**config.mk**
```make
export PLATFORM = sky130hd
export DESIGN_NAME = stream_out_stage
export DESIGN_NICKNAME = d
export VERILOG_FILES = /design/src/verilog/dp_pkg.sv /design/src/verilog/sync_fifo.sv /design/src/verilog/stream_out_stage.sv
export SDC_FILE = /design/constraint.sdc
export NUM_CORES = 1
export LEC_CHECK = 0
export ABC_AREA = 1
export BUFFER_PORTS_ARGS = -buffer_cell sky130_fd_sc_hd__buf_2
export CAP_MARGIN = 40
export CORE_MARGIN = 2
export CORE_UTILIZATION = 35
export DETAILED_ROUTE_END_ITERATION = 8
export PLACE_DENSITY = 0.6
export RECOVER_POWER = 50
export SYNTH_ARGS = -nofsm -noshare
export SYNTH_HDL_FRONTEND = slang
export SYNTH_HIERARCHICAL = 1
export SYNTH_SLANG_ARGS = --single-unit
export TNS_END_PERCENT = 30
```
**constraint.sdc**
```tcl
create_clock -name clk -period 26.3 [get_ports clk]
set_clock_uncertainty 0.15 [all_clocks]
set_input_delay 5.26 -clock clk [delete_from_list [all_inputs] [get_ports clk]]
set_output_delay 5.26 -clock clk [all_outputs]
set_load 0.05 [all_outputs]
```
**src/verilog/dp_pkg.sv**
```systemverilog
package dp_pkg;

    localparam int LANE_W     = 32;
    localparam int NUM_LANES  = 4;
    localparam int PHIT_W     = LANE_W * NUM_LANES;
    localparam int KEEP_W     = PHIT_W / 8;
    localparam int LANE_KEEP  = LANE_W / 8;               // tkeep bits per lane
    localparam int NUM_COL    = 2;
    localparam int FIFO_DEPTH = 16;
    localparam int FREE_W     = $clog2(FIFO_DEPTH + 1);   // free-slot counter width

    typedef logic [LANE_W-1:0]    lane_t;
    typedef logic [PHIT_W-1:0]    phit_t;
    typedef logic [KEEP_W-1:0]    keep_t;
    typedef logic [NUM_LANES-1:0] lane_mask_t;

    typedef enum logic [1:0] {
        OP_PASS,
        OP_ADD,
        OP_MUL,
        OP_MAC
    } col_op_e;

    typedef enum logic {
        STEADY_OFF,
        STEADY_ON
    } steady_e;

    // external stream beat, valid and ready travel separately
    typedef struct packed {
        phit_t data;
        keep_t keep;
        logic  last;
    } axis_beat_t;

    // beat inside the column chain
    typedef struct packed {
        phit_t      data;
        lane_mask_t lane_valid;
        logic       last;
    } lane_beat_t;

    typedef struct packed {
        col_op_e op;
        lane_t   operand;
    } col_cfg_t;

endpackage

```
**src/verilog/sync_fifo.sv**
```systemverilog
`timescale 1ns/1ps

module sync_fifo #(
    parameter int WIDTH = 8,
    parameter int DEPTH = 16
) (
    input  logic                       clk,
    input  logic                       rst,
    input  logic                       i_push,
    input  logic [WIDTH-1:0]           i_din,
    input  logic                       i_pop,
    output logic [WIDTH-1:0]           o_dout,
    output logic                       o_empty,
    output logic                       o_full,
    output logic [$clog2(DEPTH+1)-1:0] o_free
);
    localparam int PTR_W = $clog2(DEPTH);
    localparam int CNT_W = $clog2(DEPTH + 1);

    logic [WIDTH-1:0] mem [DEPTH];
    logic [PTR_W-1:0] wr_ptr;
    logic [PTR_W-1:0] rd_ptr;
    logic [CNT_W-1:0] count;
    logic             do_push;
    logic             do_pop;

    assign do_push = i_push && !o_full;   // push on full is dropped
    assign do_pop  = i_pop && !o_empty;

    always_ff @(posedge clk) begin
        if (do_push) begin
            mem[wr_ptr] <= i_din;
        end
    end

    always_ff @(posedge clk) begin
        if (rst) begin
            wr_ptr <= '0;
            rd_ptr <= '0;
            count  <= '0;
        end else begin
            if (do_push) begin
                wr_ptr <= (wr_ptr == PTR_W'(DEPTH - 1)) ? '0 : wr_ptr + 1'b1;
            end
            if (do_pop) begin
                rd_ptr <= (rd_ptr == PTR_W'(DEPTH - 1)) ? '0 : rd_ptr + 1'b1;
            end
            case ({do_push, do_pop})
                2'b10:   count <= count + 1'b1;
                2'b01:   count <= count - 1'b1;
                default: count <= count;        // both or neither
            endcase
        end
    end

    assign o_dout  = mem[rd_ptr];       // first word fall through
    assign o_empty = (count == '0);
    assign o_full  = (count == CNT_W'(DEPTH));
    assign o_free  = CNT_W'(DEPTH) - count;

endmodule

```
**src/verilog/stream_out_stage.sv**
```systemverilog
`timescale 1ns/1ps

module stream_out_stage import dp_pkg::*; (
    input  logic       clk,
    input  logic       rst,
    input  lane_beat_t i_lane_beat,
    input  logic       i_issue,
    input  logic       i_ready,
    output axis_beat_t o_beat,
    output logic       o_valid,
    output logic       o_room,
    output logic       o_frame_done
);
    lane_beat_t        head;
    logic              fifo_empty;
    logic [FREE_W-1:0] free;
    logic              pop;

    sync_fifo #(
        .WIDTH ($bits(lane_beat_t)),
        .DEPTH (FIFO_DEPTH)
    ) u_out_fifo (
        .clk     (clk),
        .rst     (rst),
        .i_push  (i_issue),
        .i_din   (i_lane_beat),
        .i_pop   (pop),
        .o_dout  (head),
        .o_empty (fifo_empty),
        .o_full  (),
        .o_free  (free)
    );

    assign o_valid = !fifo_empty;
    assign pop     = o_valid && i_ready;

    // tkeep back from the lane mask
    always_comb begin
        o_beat.data = head.data;
        o_beat.last = head.last;
        for (int l = 0; l < NUM_LANES; l++) begin
            o_beat.keep[l*LANE_KEEP +: LANE_KEEP] = {LANE_KEEP{head.lane_valid[l]}};
        end
    end

    // room for every beat already in the chain plus the one issued now
    assign o_room = (free > FREE_W'(NUM_COL + 1));

    assign o_frame_done = pop && head.last;

endmodule

```
# Word level (Yosys, flattened, before mapping)
# Memories as Yosys holds them, arrays and structs flattened. A register that Yosys moved wholly into a read port is not among the register bits.
# Cells that the tools add are included.
[word_totals]
out_inout_bits = 148
n_memories = 1
mem_bits_rw = 2128
regBits = 13
latchBits = 0
rom_bits = 0
elab_cells = 30
inputBits = 137
[op_classes]
n_div = 0
n_mul = 0
reduce_logical = 8
n_bitwise = 0
mux = 7
eq_ne = 5
order_cmp = 1
n_shift = 0
addsub = 5
[mem_list]
columns = ["memory", "depth", "width", "read_ports", "rd_ports_with_merged_regs", "wr", "line", "rtl"]
rows = [
  ["u_out_fifo.mem", 16, 133, 1, 1, 1, "sync_fifo.sv:20", "logic [WIDTH-1:0] mem [DEPTH];"],
]
[op_table]
columns = ["op", "n"]
rows = [
  ["$mux 4", 4],
  ["$pmux 5 s2", 1],
  ["$add 4x1->4 const B", 2],
  ["$eq 4x4->1 const B", 2],
  ["$add 5x1->5 const B", 1],
  ["$eq 5x5->1 const B", 1],
  ["$gt 5x2->1 const B", 1],
  ["$logic_not 5->1", 1],
  ["$sub 5x1->5 const B", 1],
  ["$sub 5x5->5 const A", 1],
  ["$logic_and 1x1->1", 4],
  ["$eq 2x1->1 const B", 1],
  ["$eq 2x2->1 const B", 1],
  ["$logic_not 1->1", 2],
  ["$mux 1", 2],
  ["$reduce_bool 2->1", 1],
]

# Logic depth before layout (Yosys ltp)
[depth]
word_depth = 6
ltp_mapped = 23
mapped_depth_nobuf = 23

# Modules after synthesis
# Netlist, hierarchy kept.
[modules_own_cells]
columns = ["mod", "seq_area_each_um2", "area_each_um2", "cells_per_inst", "n_inst"]
rows = [
  ["sync_fifo", 64241.6, 85194.2, 6671, 1],
  ["stream_out_stage", 0.0, 125.1, 20, 1],
]

# Least setup slack after synthesis
# Ideal clock, no wire load.
[synth_path]
path_type = "in2reg"
startpoint = "input i_issue"
endpoint = "memory u_out_fifo/mem[0][0] (netlist bit) (enable)"
required_time_ns = 25.523
setup_time_ns = 0.627
t_arrival_ns = 11.169
cell_stages = 4
path_slack_ns = 14.354
path_cell_list = "nand2_1 -> inv_1 -> nand2_1 -> nor2_1"
[synth_via]
elab_chain_len = 3
[synth_lines]
columns = ["item", "line", "rtl"]
rows = [
  ["from (decl)", "stream_out_stage.sv:7", "input logic i_issue,"],
  ["$logic_and 1x1->1", "sync_fifo.sv:27", "assign do_push = i_push && !o_full;"],
  ["$mux 1", "sync_fifo.sv:31", "if (do_push) begin"],
  ["$mux 1 (implied by the code)", "sync_fifo.sv:32", "mem[wr_ptr] <= i_din;"],
  ["to (decl)", "sync_fifo.sv:20", ""],
]
# No other way between the ends.

# Worst setup path after layout
[layout_path]
startpoint = "input i_ready"
endpoint = "output o_frame_done"
[layout_via]
elab_chain_len = 2
[layout_lines]
columns = ["item", "line", "rtl"]
rows = [
  ["from (decl)", "stream_out_stage.sv:8", "input logic i_ready,"],
  ["$logic_and 1x1->1", "stream_out_stage.sv:35", "assign pop = o_valid && i_ready;"],
  ["$logic_and 1x1->1", "stream_out_stage.sv:49", "assign o_frame_done = pop && head.last;"],
  ["to (decl)", "stream_out_stage.sv:12", "output logic o_frame_done"],
]
# No other way between the ends.

==> run_summary.xml <==
<?xml version="1.0" encoding="UTF-8"?>
<metrics>
  <group name="timing">
    <metric name="fmax" unit="MHz">89.6</metric>
    <metric name="fin_crit_sh" unit="%">42.4</metric>
    <metric name="hold_slack" unit="ns">0.334</metric>
    <metric name="timing.setup.tns" unit="ns">0</metric>
    <metric name="final.min_clock_period" unit="ns">11.15</metric>
    <metric name="final.setup.worst_slack" unit="ns">15.15</metric>
    <metric name="report.final.setup_viol" unit="">0</metric>
    <metric name="normalized_max_slew_margin" unit="%">-36.3</metric>
    <metric name="report.final.slew_viol_count" unit="">77</metric>
    <metric name="grt_setup_unrepaired" unit="">no</metric>
    <metric name="max_slew.worst_pin.slew" unit="ns">2.04</metric>
    <metric name="report.final.hold_viol_count" unit="">0</metric>
  </group>
  <group name="cts">
    <metric name="postCtsSetupBuffers" unit="">0</metric>
    <metric name="clk_transition_reported_paths" unit="ns">0.06</metric>
    <metric name="htree_levels" unit="">4</metric>
    <metric name="clock_sinks" unit="">2145</metric>
    <metric name="resized_gates_after_cts" unit="">0</metric>
    <metric name="clock_tree.root_cell" unit="">sky130_fd_sc_hd__clkbuf_16</metric>
    <metric name="cts_buffers" unit="">214</metric>
    <metric name="clock_latency" unit="ns">0.84</metric>
    <metric name="cts_tree" unit="">done</metric>
    <metric name="cts-hold-fix-buffers" unit="">0</metric>
    <metric name="deepest_clock_path_buffer_count" unit="">3</metric>
  </group>
  <group name="critical_path">
    <metric name="critical_path.startpoint_type" unit="">input pin</metric>
    <metric name="max_stage_delay" unit="ns">0.26</metric>
    <metric name="worst_setup_path_end_kind" unit="">output pin</metric>
    <metric name="cp_max_fo" unit="">2</metric>
    <metric name="ff_to_ff_setup_slack" unit="ns">20.79</metric>
    <metric name="timing.critical_path.cells" unit="">buf_2 &gt; nand2_1 &gt; nor2_2 &gt; buf_2</metric>
    <metric name="cp_num_buf_inv" unit="">2</metric>
    <metric name="path_delay_family" unit="">buffers and inverters</metric>
    <metric name="library_cell_contributing_the_largest_single_delay_on_the_critical_path" unit="">sky130_fd_sc_hd__buf_2</metric>
    <metric name="cpMostUsedCell" unit="">sky130_fd_sc_hd__buf_2</metric>
    <metric name="data_required_critical_path" unit="ns">20.89</metric>
    <metric name="crit_type" unit="">input pin to output pin</metric>
    <metric name="cp_data_arrival_time" unit="ns">5.74</metric>
  </group>
  <group name="pwr">
    <metric name="totalPowerFinal" unit="mW">9.39</metric>
    <metric name="comb_power_share" unit="%">27.8</metric>
    <metric name="cellLeakagePower" unit="nW">32.6</metric>
    <metric name="total_switching_power" unit="mW">3.31</metric>
    <metric name="share_clk_of_total_power" unit="%">30.6</metric>
    <metric name="power-per-cell-area" unit="nW/um2">97.3</metric>
    <metric name="seqPwrFrac" unit="%">41.6</metric>
    <metric name="p_sw_share" unit="%">35.2</metric>
    <metric name="vdd_drop_max" unit="mV">0.0779</metric>
    <metric name="internal_power" unit="mW">6.08</metric>
  </group>
  <group name="logic_synthesis">
    <metric name="synth_nets" unit="">6838</metric>
    <metric name="yosys_warn_count" unit="">6</metric>
    <metric name="syn-mean-instance-area" unit="um2">12.8</metric>
    <metric name="synthCells" unit="">6690</metric>
    <metric name="netlist_area" unit="um2">85300</metric>
  </group>
  <group name="floorplan">
    <metric name="floorplan.die.width" unit="um">498</metric>
    <metric name="die_height" unit="um">498</metric>
    <metric name="core" unit="um2">243000</metric>
    <metric name="floorplan.io_pins" unit="">285</metric>
    <metric name="rows" unit="">181</metric>
    <metric name="floorplan.initialDensity" unit="%">35.1</metric>
    <metric name="fp.dieArea" unit="um2">248000</metric>
  </group>
  <group name="layout">
    <metric name="final_net_count" unit="">6987</metric>
    <metric name="areaGrowthSynthToFinish" unit="%">13.0</metric>
    <metric name="sequential_standard_cell_area" unit="um2">64300</metric>
    <metric name="fin_util" unit="%">39.7</metric>
    <metric name="multi_input_area" unit="um2">18100</metric>
    <metric name="drive_above_1_share" unit="%">7.94</metric>
    <metric name="final.fill_count" unit="">22585</metric>
  </group>
  <group name="job">
    <metric name="cap_viol_max_count" unit="">5</metric>
  </group>
  <group name="grt">
    <metric name="grt_max_degree" unit="">239</metric>
    <metric name="grt_pass1_vias" unit="">50831</metric>
    <metric name="grt_first_pass_wirelength" unit="mm">339</metric>
    <metric name="grt_usage" unit="%">18.2</metric>
    <metric name="grt_overflow_total" unit="">0</metric>
    <metric name="antenna_found_initial" unit="">61</metric>
  </group>
  <group name="detailed_routing">
    <metric name="vias" unit="">53376</metric>
    <metric name="detail_route.drc_violations" unit="">0</metric>
    <metric name="route.detailed.vias_per_inst" unit="">5.22</metric>
    <metric name="drt_iter0_markers" unit="">5110</metric>
    <metric name="detail_route.wl_per_cell" unit="um">22.6</metric>
    <metric name="ant_nets" unit="">0</metric>
    <metric name="drt-total-wl" unit="mm">231</metric>
    <metric name="drt_pass1_iterations" unit="">6</metric>
  </group>
  <group name="placed_design">
    <metric name="pre_cts_slack" unit="ns">15.16</metric>
    <metric name="dpl.hpwl" unit="mm">110</metric>
    <metric name="placement.io_buffers" unit="">284</metric>
    <metric name="gp_congestion" unit="">0.746</metric>
  </group>
  <group name="worst_hold_path">
    <metric name="hold_class" unit="">flop to flop</metric>
  </group>
  <group name="run_status">
    <metric name="failed_checks" unit="">max-capacitance violations, max-slew violations</metric>
    <metric name="run_status" unit="">finished with violations</metric>
  </group>
</metrics>
cell type report:
type	instances	share of cell area [%]
antenna	11	0.0285
clock buffer	275	5.86
clock inverter	118	0.930
inverter	201	0.823
multi-input combinational	3891	18.8
sequential	2145	66.6
tap	3202	4.15
timing repair buffer	386	2.80
registers in the layout (all words and copies together), names as in the netlist, named ones only:
signal	cells
u_out_fifo/rd_ptr	4
u_out_fifo/mem	2128
u_out_fifo/count	5
u_out_fifo/wr_ptr	4
power by group through the flow:
stage / Combinational, mW / Clock, mW / Sequential [mW]
floorplan: 1.90 / 0 / 3.97
global placement: 2.59 / 0 / 3.97
detailed placement: 2.64 / 0 / 3.97
CTS: 2.65 / 2.93 / 3.90
global route: 2.85 / 3.07 / 3.91
finish: 2.61 / 2.87 / 3.90
layout by cell type (no fill, tap or decap), drive strengths merged:
master    instances
nand2          1373
bufinv            7
o21ai           617
a211oi            1
clkinv           95
edfxtp         2128
dfxtp            17
nor4              1
buf             249
nor2            620
inv             212
o211ai          360
and2              9
xor2              3
clkinvlp          5
diode            11
clkbuf          412
xnor2             3
a21oi           154
nand3           737
nand4             1
nor3              1
ha               11
metrics by stage:
stage          cells  area, um2
6_report       10229      96400
5_1_grt        10227      96400
4_1_cts        10218      96600
3_5_place_dp    9825      90100
3_3_place_gp    9798      89400
2_1_floorplan   6690      85300
layer usage:
metal | vias to the layer above | wire length (um) | GRT usage (%)
met5 | - | 306 | 0
met4 | 48 | 6350 | 5.76
met3 | 415 | 14200 | 3.18
met2 | 1712 | 113000 | 30.8
met1 | 26792 | 97100 | 23.6
li1 | 24409 | - | -
tightest hold or removal path, delay by kind of cell, from the launching register on:
kind	cells	cell delay (ns)
buffers and inverters	1	0.05
flip-flops	1	0.33
AO/OA/AOI/OAI	1	0.07
final timing paths:
kind                                 endpoint                               from  cells past startpoint
max                              o_frame_done                            i_ready                      4
min                                      flop  u_out_fifo/rd_ptr[2]$_SDFFE_PP0N_                      2
max reg2reg  u_out_fifo/mem[15][65]$_DFFE_PP_   u_out_fifo/count[0]$_SDFFE_PP0P_                     11
min reg2reg                              flop  u_out_fifo/rd_ptr[2]$_SDFFE_PP0N_                      2
(Power assumes the default switching activity.)
