===== config.mk =====
export PLATFORM = sky130hd
export DESIGN_NAME = steady_ctrl
export DESIGN_NICKNAME = d
export VERILOG_FILES = /design/src/verilog/dp_pkg.sv /design/src/verilog/steady_ctrl.sv
export SDC_FILE = /design/constraint.sdc
export NUM_CORES = 1
export LEC_CHECK = 0
export ABC_AREA = 1
export BUFFER_PORTS_ARGS = -buffer_cell sky130_fd_sc_hd__buf_2
export CAP_MARGIN = 20
export CORE_AREA = 2 2 175 177
export CTS_BUF_LIST = sky130_fd_sc_hd__clkbuf_2
export DETAILED_ROUTE_END_ITERATION = 7
export DIE_AREA = 0 0 177 179
export PLACE_DENSITY = 0.3
export SLEW_MARGIN = 20
export SYNTH_ARGS = -nofsm -noshare
export SYNTH_HDL_FRONTEND = slang
export SYNTH_SLANG_ARGS = --single-unit
export TNS_END_PERCENT = 5

===== constraint.sdc =====
create_clock -name clk -period 1.2 [get_ports clk]
set_clock_uncertainty 0.1 [all_clocks]
set_input_delay 0.18 -clock clk [delete_from_list [all_inputs] [get_ports clk]]
set_output_delay 0.18 -clock clk [all_outputs]
set_load 0.01 [all_outputs]

===== src/verilog/dp_pkg.sv =====
package dp_pkg;

    localparam int LANE_W     = 32;
    localparam int NUM_LANES  = 4;
    localparam int PHIT_W     = LANE_W * NUM_LANES;
    localparam int KEEP_W     = PHIT_W / 8;
    localparam int LANE_KEEP  = LANE_W / 8;               // tkeep bits per lane
    localparam int NUM_COL    = 2;
    localparam int FIFO_DEPTH = 16;
    localparam int FREE_W     = $clog2(FIFO_DEPTH + 1);   // free-slot counter width

    typedef logic [LANE_W-1:0]    lane_t;
    typedef logic [PHIT_W-1:0]    phit_t;
    typedef logic [KEEP_W-1:0]    keep_t;
    typedef logic [NUM_LANES-1:0] lane_mask_t;

    typedef enum logic [1:0] {
        OP_PASS,
        OP_ADD,
        OP_MUL,
        OP_MAC
    } col_op_e;

    typedef enum logic {
        STEADY_OFF,
        STEADY_ON
    } steady_e;

    // external stream beat, valid and ready travel separately
    typedef struct packed {
        phit_t data;
        keep_t keep;
        logic  last;
    } axis_beat_t;

    // beat inside the column chain
    typedef struct packed {
        phit_t      data;
        lane_mask_t lane_valid;
        logic       last;
    } lane_beat_t;

    typedef struct packed {
        col_op_e op;
        lane_t   operand;
    } col_cfg_t;

endpackage


===== src/verilog/steady_ctrl.sv =====
`timescale 1ns/1ps

module steady_ctrl import dp_pkg::*; (
    input  logic       clk,
    input  logic       rst,
    input  logic       i_done_loader,
    input  logic       i_ap_done,
    // external side
    input  axis_beat_t i_ext_beat,
    input  logic       i_ext_valid,
    input  logic       i_ext_out_ready,
    output logic       o_ext_in_ready,
    output axis_beat_t o_ext_beat,
    output logic       o_ext_out_valid,
    // internal side
    input  logic       i_int_in_ready,
    input  axis_beat_t i_int_beat,
    input  logic       i_int_out_valid,
    output logic       o_int_in_valid,
    output logic       o_int_out_ready,
    output logic       o_done_steady
);
    steady_e state;
    steady_e state_next;
    logic    steady;

    always_ff @(posedge clk) begin
        if (rst) begin
            state <= STEADY_OFF;
        end else begin
            state <= state_next;
        end
    end

    always_comb begin
        case (state)
            STEADY_OFF: state_next = i_done_loader ? STEADY_ON : STEADY_OFF;
            STEADY_ON:  state_next = i_ap_done ? STEADY_OFF : STEADY_ON;
            default:    state_next = STEADY_OFF;
        endcase
    end

    assign steady        = (state == STEADY_ON);
    assign o_done_steady = steady;

    // off: straight through, internal path sees nothing
    always_comb begin
        if (steady) begin
            o_ext_beat      = i_int_beat;
            o_ext_out_valid = i_int_out_valid;
            o_ext_in_ready  = i_int_in_ready;
        end else begin
            o_ext_beat      = i_ext_beat;
            o_ext_out_valid = i_ext_valid;
            o_ext_in_ready  = i_ext_out_ready;
        end
    end

    assign o_int_in_valid  = i_ext_valid && steady;
    assign o_int_out_ready = i_ext_out_ready && steady;

endmodule


; ---- Word level (Yosys, flattened, before mapping)
; Cells that the tools add are included.
[op_classes]
n_bitwise = 1
div = 0
reduce_logical = 2
addsub = 0
n_mux = 6
n_mul = 0
order_cmp = 0
eq_ne = 0
shifts = 0
[ops]
columns = operator, count
row1 = $mux W145, 1
row2 = $mux W1, 4
row3 = $logic_and A1 B1 Y1, 2
row4 = $pmux W1 S2, 1
row5 = $not A1 Y1, 1
[word_totals]
latch_bits = 0
n_memories = 0
ram_bits = 0
in_bits = 298
mem_bits_ro = 0
ff_bits = 1

; ---- Longest topological paths before layout
; Gate-level depths: netlist of the first run.
[depth]
word_depth = 2
mapped_depth = 5

; ---- Least setup slack after synthesis of the first run
; No wires, ideal clock.
[synth_timing]
kind = register -> output
start = reg state (netlist: o_done_steady)
end = out o_ext_beat[134] in the netlist's numbering
path_slack_ns = -0.049
arrival_ns = 0.969
required_ns = 0.920
path_stages_with_launch = 5
path_cell_list = dfxtp_1 -> buf_6 -> buf_8 -> buf_6 -> o21ai_1
[synth_lines]
columns = element, line
row1 = start: declaration, steady_ctrl.sv:23  ; steady_e state;
row2 = start signal: assignment, steady_ctrl.sv:31  ; state <= state_next;
row3 = end: declaration, steady_ctrl.sv:13  ; output axis_beat_t o_ext_beat,

==> results.yml, run 1 <==
status:
  status: "finished with violations"
  violations: "negative setup slack"
cells_and_area:
  regArea_um2: 23.8
  multiInputGateArea_mm2: 0.00169
  area_growth_pct: 123
  n_antenna_cell: 0
  layout_common_cells: "buf_2 (447), inv_1 (150), nand2_1 (128), o21ai_2 (85), o21ai_1 (46)"
  nNetsFinal: 1233
  largest_register_ffs: 1
  final_common_cell: "buf_2"
  fillers: 3538
  final_layout_size_suffix_gt1_share_pct: 63.5
routing:
  first_iter_violations: 62
  wl_um: 14500
  wire_per_inst_um: 10.9
  first_pass_iters: 4
  routed_via_density: 3.25
  drc_errors: 0
  ant_nets: 0
  routed-via-count: 4324
job:
  max-cap-violations: 0
yosys:
  ys_types: 11
  synth_mux_area_share_pct: 0
  avgSynthCellArea_um2: 5.05
  synth_top_family_by_area: "compound AO/OA/AOI/OAI gates"
  ys_seq_area_share_pct: 0.819
  synth_cells: 484
  synth_xor_area_share_pct: 0
  synthAdderAreaFrac_pct: 0
  synth_compound_gate_area_share_pct: 40.5
  synthSimpleGateAreaFrac_pct: 23.5
  syn-cell-area_mm2: 0.00244
  ys.warnings.count: 0
  ys_ff_latch: 1
  synth_nets: 782
worst_setup_path:
  slowest_stage: "dfxtp_4"
  crit_top_cell: "buf_12"
  criticalPathCategory: "reg2out"
  crit_required_ps: 920
  crit_path_max_incr_delay_ps: 350
  crit_chain: "buf_12 > buf_12 > nand2_1 > o21ai_2 > buf_2"
  cp_max_fo: 25
  crit_path_end_kind: "output port"
  worstSetupStartpointType: "flip-flop"
  cp.arrival_ps: 1070
pwr:
  power.leakage_nw: 3.39
  power_density_mw_per_mm2: 446
  total_power_mw: 2.43
  vdd_drop_max_uv: 154
floorplan:
  start_util_pct: 8.14
  core-area_mm2: 0.0300
  rows: 64
  die_height_um: 179
  dieArea_mm2: 0.0317
  die_x_um: 177
  io_pins: 448
cts:
  path_clk_slew_ps: 0
  clock_latency_ps: 0
sta:
  worst_pin_slew_ps: 181
  slew_violations: 0
  fin_crit_sh_pct: 113
  timing.final.ws_setup_ps: -152
  max_freq_ghz: 0.740
  final.setup.tns_ps: -10110
  hold_viol: 0
  slew_headroom_pct: 87.9
  finalCriticalPeriod_ps: 1350
  setup_viol: 140
  rsz0062_at_grt: "true"
placement:
  dp_hpwl_um: 13100
  gp_congestion: 0.730
  io_buffers: 447
global_route:
  grt_pass1_vias: 4059
  overflow: 0
  grt_max_degree: 26
  grt_pass1_wl_um: 20400
  grt.total_usage_pct: 7.97
  antenna_found_initial: 1
min_path:
  hold_path.class: "in2reg"
==> cells by family (layout without fill, tap and decap cells) <==
| kind of cell | after synthesis | in the layout |
|---|---|---|
| AO/OA/AOI/OAI | 147 | 147 |
| buffers and inverters | 183 | 632 |
| flip-flops | 1 | 1 |
| AND/OR/NAND/NOR | 153 | 153 |
==> Yosys cell counts (all sizes together) <==
cell,n,area [µm²]
buf,26,270
clkbuf,7,26.3
dfxtp,1,20.0
inv,150,563
nand2,151,567
nor2,2,7.51
o21ai,147,991
==> area by class of cell <==
type	instances	share of cell area, %
Inverter	150	10.3
Timing Repair Buffer	482	49.0
Multi-Input combinational cell	300	31.1
Tap cell	396	9.10
Sequential cell	1	0.436
==> per-layer routing <==
metal  vias up  global-route usage, %  wire length [µm]
li1       2340                      -                 -
met1      1749                   8.49              5220
met2       227                   16.7              7930
met3         6                   1.38              1300
met4         2                  0.379                66
met5         -                      0                11
==> worst max-delay path, delay by kind of cell, from the launching register on <==
family | cells | cell delay, ps
buffers and inverters | 3 | 540
AND/OR/NAND/NOR | 1 | 70
flip-flops | 1 | 350
AO/OA/AOI/OAI | 1 | 70
==> power breakdown <==
part	internal, mW	switching (mW)
logic	1.17	1.22
clock network	0	0
registers	0.0365	0.00406
total	1.20	1.23
==> per-stage QoR <==
| stage | instances | utilization, % | hold WS, ps | instance area [µm²] | setup WS (ps) |
|---|---|---|---|---|---|
| 2_1_floorplan | 484 | - | 209 | 2490 | -7.14 |
| 3_3_place_gp | 1326 | 17.6 | 333 | 5300 | -283 |
| 3_5_place_dp | 1326 | 17.6 | 343 | 5300 | -291 |
| 4_1_cts | 1329 | 18.0 | 343 | 5400 | -170 |
| 5_1_grt | 1329 | 18.1 | 369 | 5450 | -216 |
| 6_report | 1329 | 18.1 | 320 | 5450 | -152 |
==> path summary, 6_finish.rpt <==
path / slack, ps / cells after the start / to / startpoint
max reg2reg: 100 / 5 / o_done_steady / o_done_steady
max: -150 / 5 / o_ext_beat[110] / o_done_steady
min reg2reg: 810 / 4 / o_done_steady / o_done_steady
min: 320 / 3 / o_done_steady / i_done_loader
==> repair_timing <==
item | in CTS | in global routing
gates cloned | 1 | 0
setup buffers | 2 | 0
setup endpoints to repair | 142 | 148
hold buffers | 0 | 0
pin swaps | 2 | 4
gates resized for setup | 49 | 20
Power figures use the tool's default switching activity.
==> inputs of run 2 (changes only) <==
==> constraint.sdc (replaced) <==
create_clock -name clk -period 1.2 [get_ports clk]
set_clock_uncertainty 0.1 [all_clocks]
set_input_delay 0.18 -clock clk [delete_from_list [all_inputs] [get_ports clk]]
set_output_delay 0.18 -clock clk [all_outputs]
set_load 0.1 [all_outputs]
==> run 2 against run 1 <==
Compared with the run above:
- the flow still finishes with violations (negative setup slack)
- setup slack worse by 160 ps
- routed wire length grew 26%
- flip-flop and latch count did not move
- sequential share of layout area is 0.17 points lower
- utilization is 12 points higher
- die area unchanged
- via count increased by 8.1%
- global-route usage rose by 1.6 points
- final area up 66%
- hold slack got worse by 5.7 ps
- first-iteration DRC count stayed put
- sequential power increased by 3%
==> results.yml, run 2 (synthesized netlist as in run 1, its figures left out) <==
worst_setup_path:
  crit_start: "o_done_steady"
  r2r_end: "o_done_steady"
  rrSetupSlack_ps: 150
  reg2reg_from: "o_done_steady"
  criticalPathCategory: "reg2out"
  reg2regPathDepth: 5
  worstSetupStartpointType: "flip-flop"
  crit_required_ps: 920
  cp_max_fo: 8
  cp-endpoint: "o_ext_beat[92]"
  cp.arrival_ps: 1230
  crit_path_end_kind: "output port"
placement:
  dp_cells: 1338
  post-place-ws_ps: -385
  io_buffers: 447
  dp_hpwl_um: 14600
  place_area_mm2: 0.00762
  gp_congestion: 0.744
routing:
  first_pass_iters: 4
  drc_errors: 0
  first_iter_violations: 62
  routed_via_density: 3.43
  routed-via-count: 4674
  ant_nets: 0
  wire_per_inst_um: 13.4
  wl_um: 18200
sta:
  hold_viol: 0
  timing.final.ws_setup_ps: -315
  finalCriticalPeriod_ps: 1510
  rsz0062_at_grt: "true"
  setup_viol: 150
  slew_headroom_pct: 84.2
  worst_pin_slew_ps: 236
  slew_violations: 0
  max_freq_ghz: 0.660
  final.setup.tns_ps: -32970
  hold_slack_ps: 314
  fin_crit_sh_pct: 126
cells_and_area:
  fin_area_mm2: 0.00902
  layout_common_cells: "buf_2 (297), buf_12 (160), inv_1 (148), nand2_1 (107), o21ai_2 (65)"
  final_common_cell: "buf_2"
  fillers: 3224
  nNetsFinal: 1266
  utilization_pct: 30.1
  stdcell_count: 1364
  final_layout_size_suffix_gt1_share_pct: 71.3
  area_growth_pct: 269
  largest_register_ffs: 1
floorplan:
  dieArea_mm2: 0.0317
  rows: 64
  start_util_pct: 8.14
  die_height_um: 179
  die_x_um: 177
  io_pins: 448
  core-area_mm2: 0.0300
pwr:
  power.leakage_nw: 4.65
  vdd_drop_max_uv: 377
  power_density_mw_per_mm2: 951
  total_power_mw: 8.58
global_route:
  antenna_found_initial: 3
  overflow: 0
  grt_pass1_wl_um: 24000
  grt_pass1_vias: 4420
  grt_max_degree: 47
  grt.total_usage_pct: 9.61
cts:
  clock_latency_ps: 0
  path_clk_slew_ps: 0
  cts_hold_buf: 0
min_path:
  hold_path.class: "in2reg"
status:
  status: "finished with violations"
  violations: "negative setup slack"
job:
  max-cap-violations: 0
## run 2: changes by cell type in the layout (fill, tap and decap cells not counted), moves of 4 or more
cell / before / now
o21ai_0: 16 / 2
buf_16: 2 / 9
o21ai_4: 0 / 62
nand2_4: 1 / 11
buf_12: 9 / 160
nand2_2: 22 / 33
o21ai_1: 46 / 18
buf_4: 19 / 25
buf_8: 0 / 4
nand2_1: 128 / 107
buf_6: 5 / 12
buf_2: 447 / 297
o21ai_2: 85 / 65
clkbuf_16: 0 / 8
## run 2: cell type report
type	count	area, µm²	share of cell area (%)
Multi-Input combinational cell	300	2420	26.8
Inverter	150	563	6.24
Antenna cell	2	5.00	0.0555
Tap cell	396	495	5.49
Timing Repair Buffer	515	5520	61.2
Sequential cell	1	23.8	0.263
## run 2: metal layers
metal	up-vias	track usage, %	share of wire [%]
met5	-	0	0.055
met4	2	0.861	0.98
met3	12	2.78	9.2
met2	227	19.1	55
met1	2020	10.3	35
li1	2413	-	-
## run 2: how the worst min path moves through the flow
stage	start	end	slack (ps)	cells past startpoint
global placement	i_done_loader	o_done_steady	310	3
finish	i_done_loader	o_done_steady	310	3
detailed placement	i_done_loader	o_done_steady	310	3
global route	i_done_loader	o_done_steady	350	3
floorplan	i_done_loader	o_done_steady	210	2
CTS	i_done_loader	o_done_steady	320	3
## run 2: timing repair
item / CTS / global route
setup buffers: 6 / 2
pin swaps: 15 / 39
resized for setup: 163 / 104
gates cloned: 5 / 11
setup endpoints to repair: 150 / 150
## run 2: power by group
group / leakage [nW] / switching [mW] / total (mW) / internal, mW
clock: 0.0000127 / 0 / 0.000000223 / 0.000000223
sequential: 0.00891 / 0.00517 / 0.0417 / 0.0365
combinational: 4.64 / 5.35 / 8.54 / 3.19
total: 4.65 / 5.36 / 8.58 / 3.23
## run 2: worst max-delay path, cell delays in order, from the launching register on
cell,delay [ps]
dfxtp_4,340
buf_12,160
clkbuf_16,170
clkbuf_16,170
o21ai_2,180
buf_12,190
==> inputs of run 3 (changes only) <==
ABC_AREA = not set   (was 1)
CORE_AREA = 2 2 174 176   (was 2 2 175 177)
DIE_AREA = 0 0 176 178   (was 0 0 177 179)
SETUP_SLACK_MARGIN = 0.02   (was not set)
==> run 3 against run 2 <==
Compared with the run above:
- the flow still finishes with violations (negative setup slack)
- via count fell by 32%
- critical endpoint is now o_ext_beat[128]
- flip-flop and latch count did not move
- critical path type unchanged
- first-iteration DRC count fell by 63%
- synthesized area fell by 10%
- fmax rose by 2.0%
- final cell count fell by 25%
- total power fell by 17%
==> results.yml, run 3 <==
worst_setup_path:
  cp_max_fo: 12
  crit_path_end_kind: "output port"
  r2r_end: "o_done_steady"
  cp.arrival_ps: 1200
  crit_top_cell: "buf_12"
  path_depth: 4
  worstSetupStartpointType: "flip-flop"
  slowest_stage: "dfxtp_4"
  crit_path_max_incr_delay_ps: 350
  rrSetupSlack_ps: 80
  crit_required_ps: 920
  crit_family: "buffers and inverters"
  reg2reg_from: "o_done_steady"
  criticalPathCategory: "reg2out"
  reg2regPathDepth: 4
  crit_chain: "buf_12 > buf_12 > mux2_4 > buf_12"
  critPathBufInv: 3
min_path:
  hold_path.class: "in2reg"
  hold_start: "rst"
  hold_depth: 2
  whs_endpoint: "o_done_steady"
routing:
  first_pass_iters: 4
  routed-via-count: 3159
  wire_per_inst_um: 14.7
  wl_um: 15000
  ant_nets: 0
  first_iter_violations: 23
  routed_via_density: 3.10
  drc_errors: 0
job:
  max-cap-violations: 0
cells_and_area:
  regArea_um2: 23.8
  n_antenna_cell: 0
  multiInputGateArea_mm2: 0.00225
  layout_common_cells: "buf_2 (297), buf_12 (162), mux2_4 (147), buf_4 (14)"
  largest_register_ffs: 1
  area_growth_pct: 248
  fillers: 3099
  nNetsFinal: 928
  final_common_cell: "buf_2"
  final_layout_size_suffix_gt1_share_pct: 99.7
pwr:
  power.leakage_nw: 3.88
  power_density_mw_per_mm2: 936
  vdd_drop_max_uv: 339
yosys:
  synth_enable_flop_cells: 0
  syn-cell-area_mm2: 0.00219
  ys_top_cells_by_area: "mux2_4 (60%), mux2_2 (30%), buf_6 (5.7%)"
  ys.warnings.count: 0
  postSynth.asyncResetShare_pct: 0
  ys_seq_area_share_pct: 0.914
  synth_most_common_cell: "mux2_4"
  synth_nets: 468
  yosys.area.top_type: "mux2_4"
  synth_cells: 170
  synth_top_flop_cell: "dfxtp_1"
  avgSynthCellArea_um2: 12.9
  ys_ff_latch: 1
  netlist.area_leader.share_pct: 60.3
  ys_types: 8
  synthTopCellsByCount: "mux2_4 (88), mux2_2 (59), buf_6 (11)"
status:
  violations: "negative setup slack"
  status: "finished with violations"
cts:
  clock_latency_ps: 0
  path_clk_slew_ps: 0
  cts_hold_buf: 0
placement:
  io_buffers: 447
  post-place-ws_ps: -295
  dp_hpwl_um: 14200
  gp_congestion: 0.717
floorplan:
  io_pins: 448
  start_util_pct: 7.45
  core-area_mm2: 0.0294
  rows: 63
  die_height_um: 178
  die_x_um: 176
  dieArea_mm2: 0.0313
global_route:
  overflow: 0
  grt.total_usage_pct: 8.28
  antenna_found_initial: 0
  grt_max_degree: 15
  grt_pass1_wl_um: 20100
  grt_pass1_vias: 3237
sta:
  fin_crit_sh_pct: 124
  slew_headroom_pct: 91.3
  worst_pin_slew_ps: 131
  final.setup.tns_ps: -37470
  finalCriticalPeriod_ps: 1480
  slew_violations: 0
  timing.final.ws_setup_ps: -285
  hold_viol: 0
  setup_viol: 150
  rsz0062_at_grt: "true"
  max_freq_ghz: 0.673
==> run 3: cell families (layout without fill, tap and decap cells) <==
| kind of cell | after synthesis | in the layout | synth area share, % |
|---|---|---|---|
| muxes | 147 | 147 | 90.7 |
| and+or+nand+nor | 4 | 4 | 1.14 |
| DFF | 1 | 1 | 0.914 |
| AOI/OAI and AO/OA | 1 | 1 | 0.228 |
| buffers and inverters | 17 | 475 | 7.03 |
==> run 3: area by class of cell <==
type / instances / share of cell area (%)
Timing Repair Buffer: 475 / 63.9
Sequential cell: 1 / 0.312
Multi-Input combinational cell: 152 / 29.4
Tap cell: 390 / 6.40
==> run 3: metal layers <==
layer	up-vias	track usage, %	part of all wire (%)
met4	0	0	0
li1	1560	-	-
met3	0	1.92	8.2
met5	-	0	0
met1	1413	9.70	37
met2	186	16.2	55
==> run 3: report_power, final <==
group	switching, mW	leakage [nW]	internal [mW]	total, mW
logic	4.24	3.88	2.86	7.10
clock network	0	0	0	0
registers	0.00365	0.00892	0.0361	0.0397
==> run 3: worst max path at each step <==
stage                       to           from  slack (ps)
4_1_cts         o_ext_beat[75]  o_done_steady        -290
3_5_place_dp    o_ext_beat[75]  o_done_steady        -290
3_3_place_gp   o_ext_beat[129]  o_done_steady        -280
6_report       o_ext_beat[128]  o_done_steady        -280
5_1_grt        o_ext_beat[111]  o_done_steady        -310
2_1_floorplan  o_ext_beat[100]  o_done_steady        -500
==> run 3: worst register-to-register path: stages, from the launching register on <==
cell      delay (ps)
dfxtp_4          340
buf_12           150
buf_4            160
nand2b_1         150
a21oi_2          130
==> run 3: stage by stage <==
stage | util (%) | area (µm²) | power [mW] | std cells | hold WS [ps]
floorplan | - | 2460 | 4.43 | 170 | 139
global route | 25.9 | 7630 | 7.32 | 1018 | 250
global placement | 25.8 | 7570 | 7.16 | 1014 | 238
detailed placement | 25.8 | 7570 | 7.16 | 1014 | 242
CTS | 25.8 | 7570 | 7.17 | 1014 | 242
finish | 25.9 | 7630 | 7.14 | 1018 | 240
==> run 3: timing repair <==
item,in CTS,in global routing
gates cloned,0,1
setup buffers,0,3
pin swaps,0,0
endpoints found under the setup margin,149,151
resized for setup,0,2
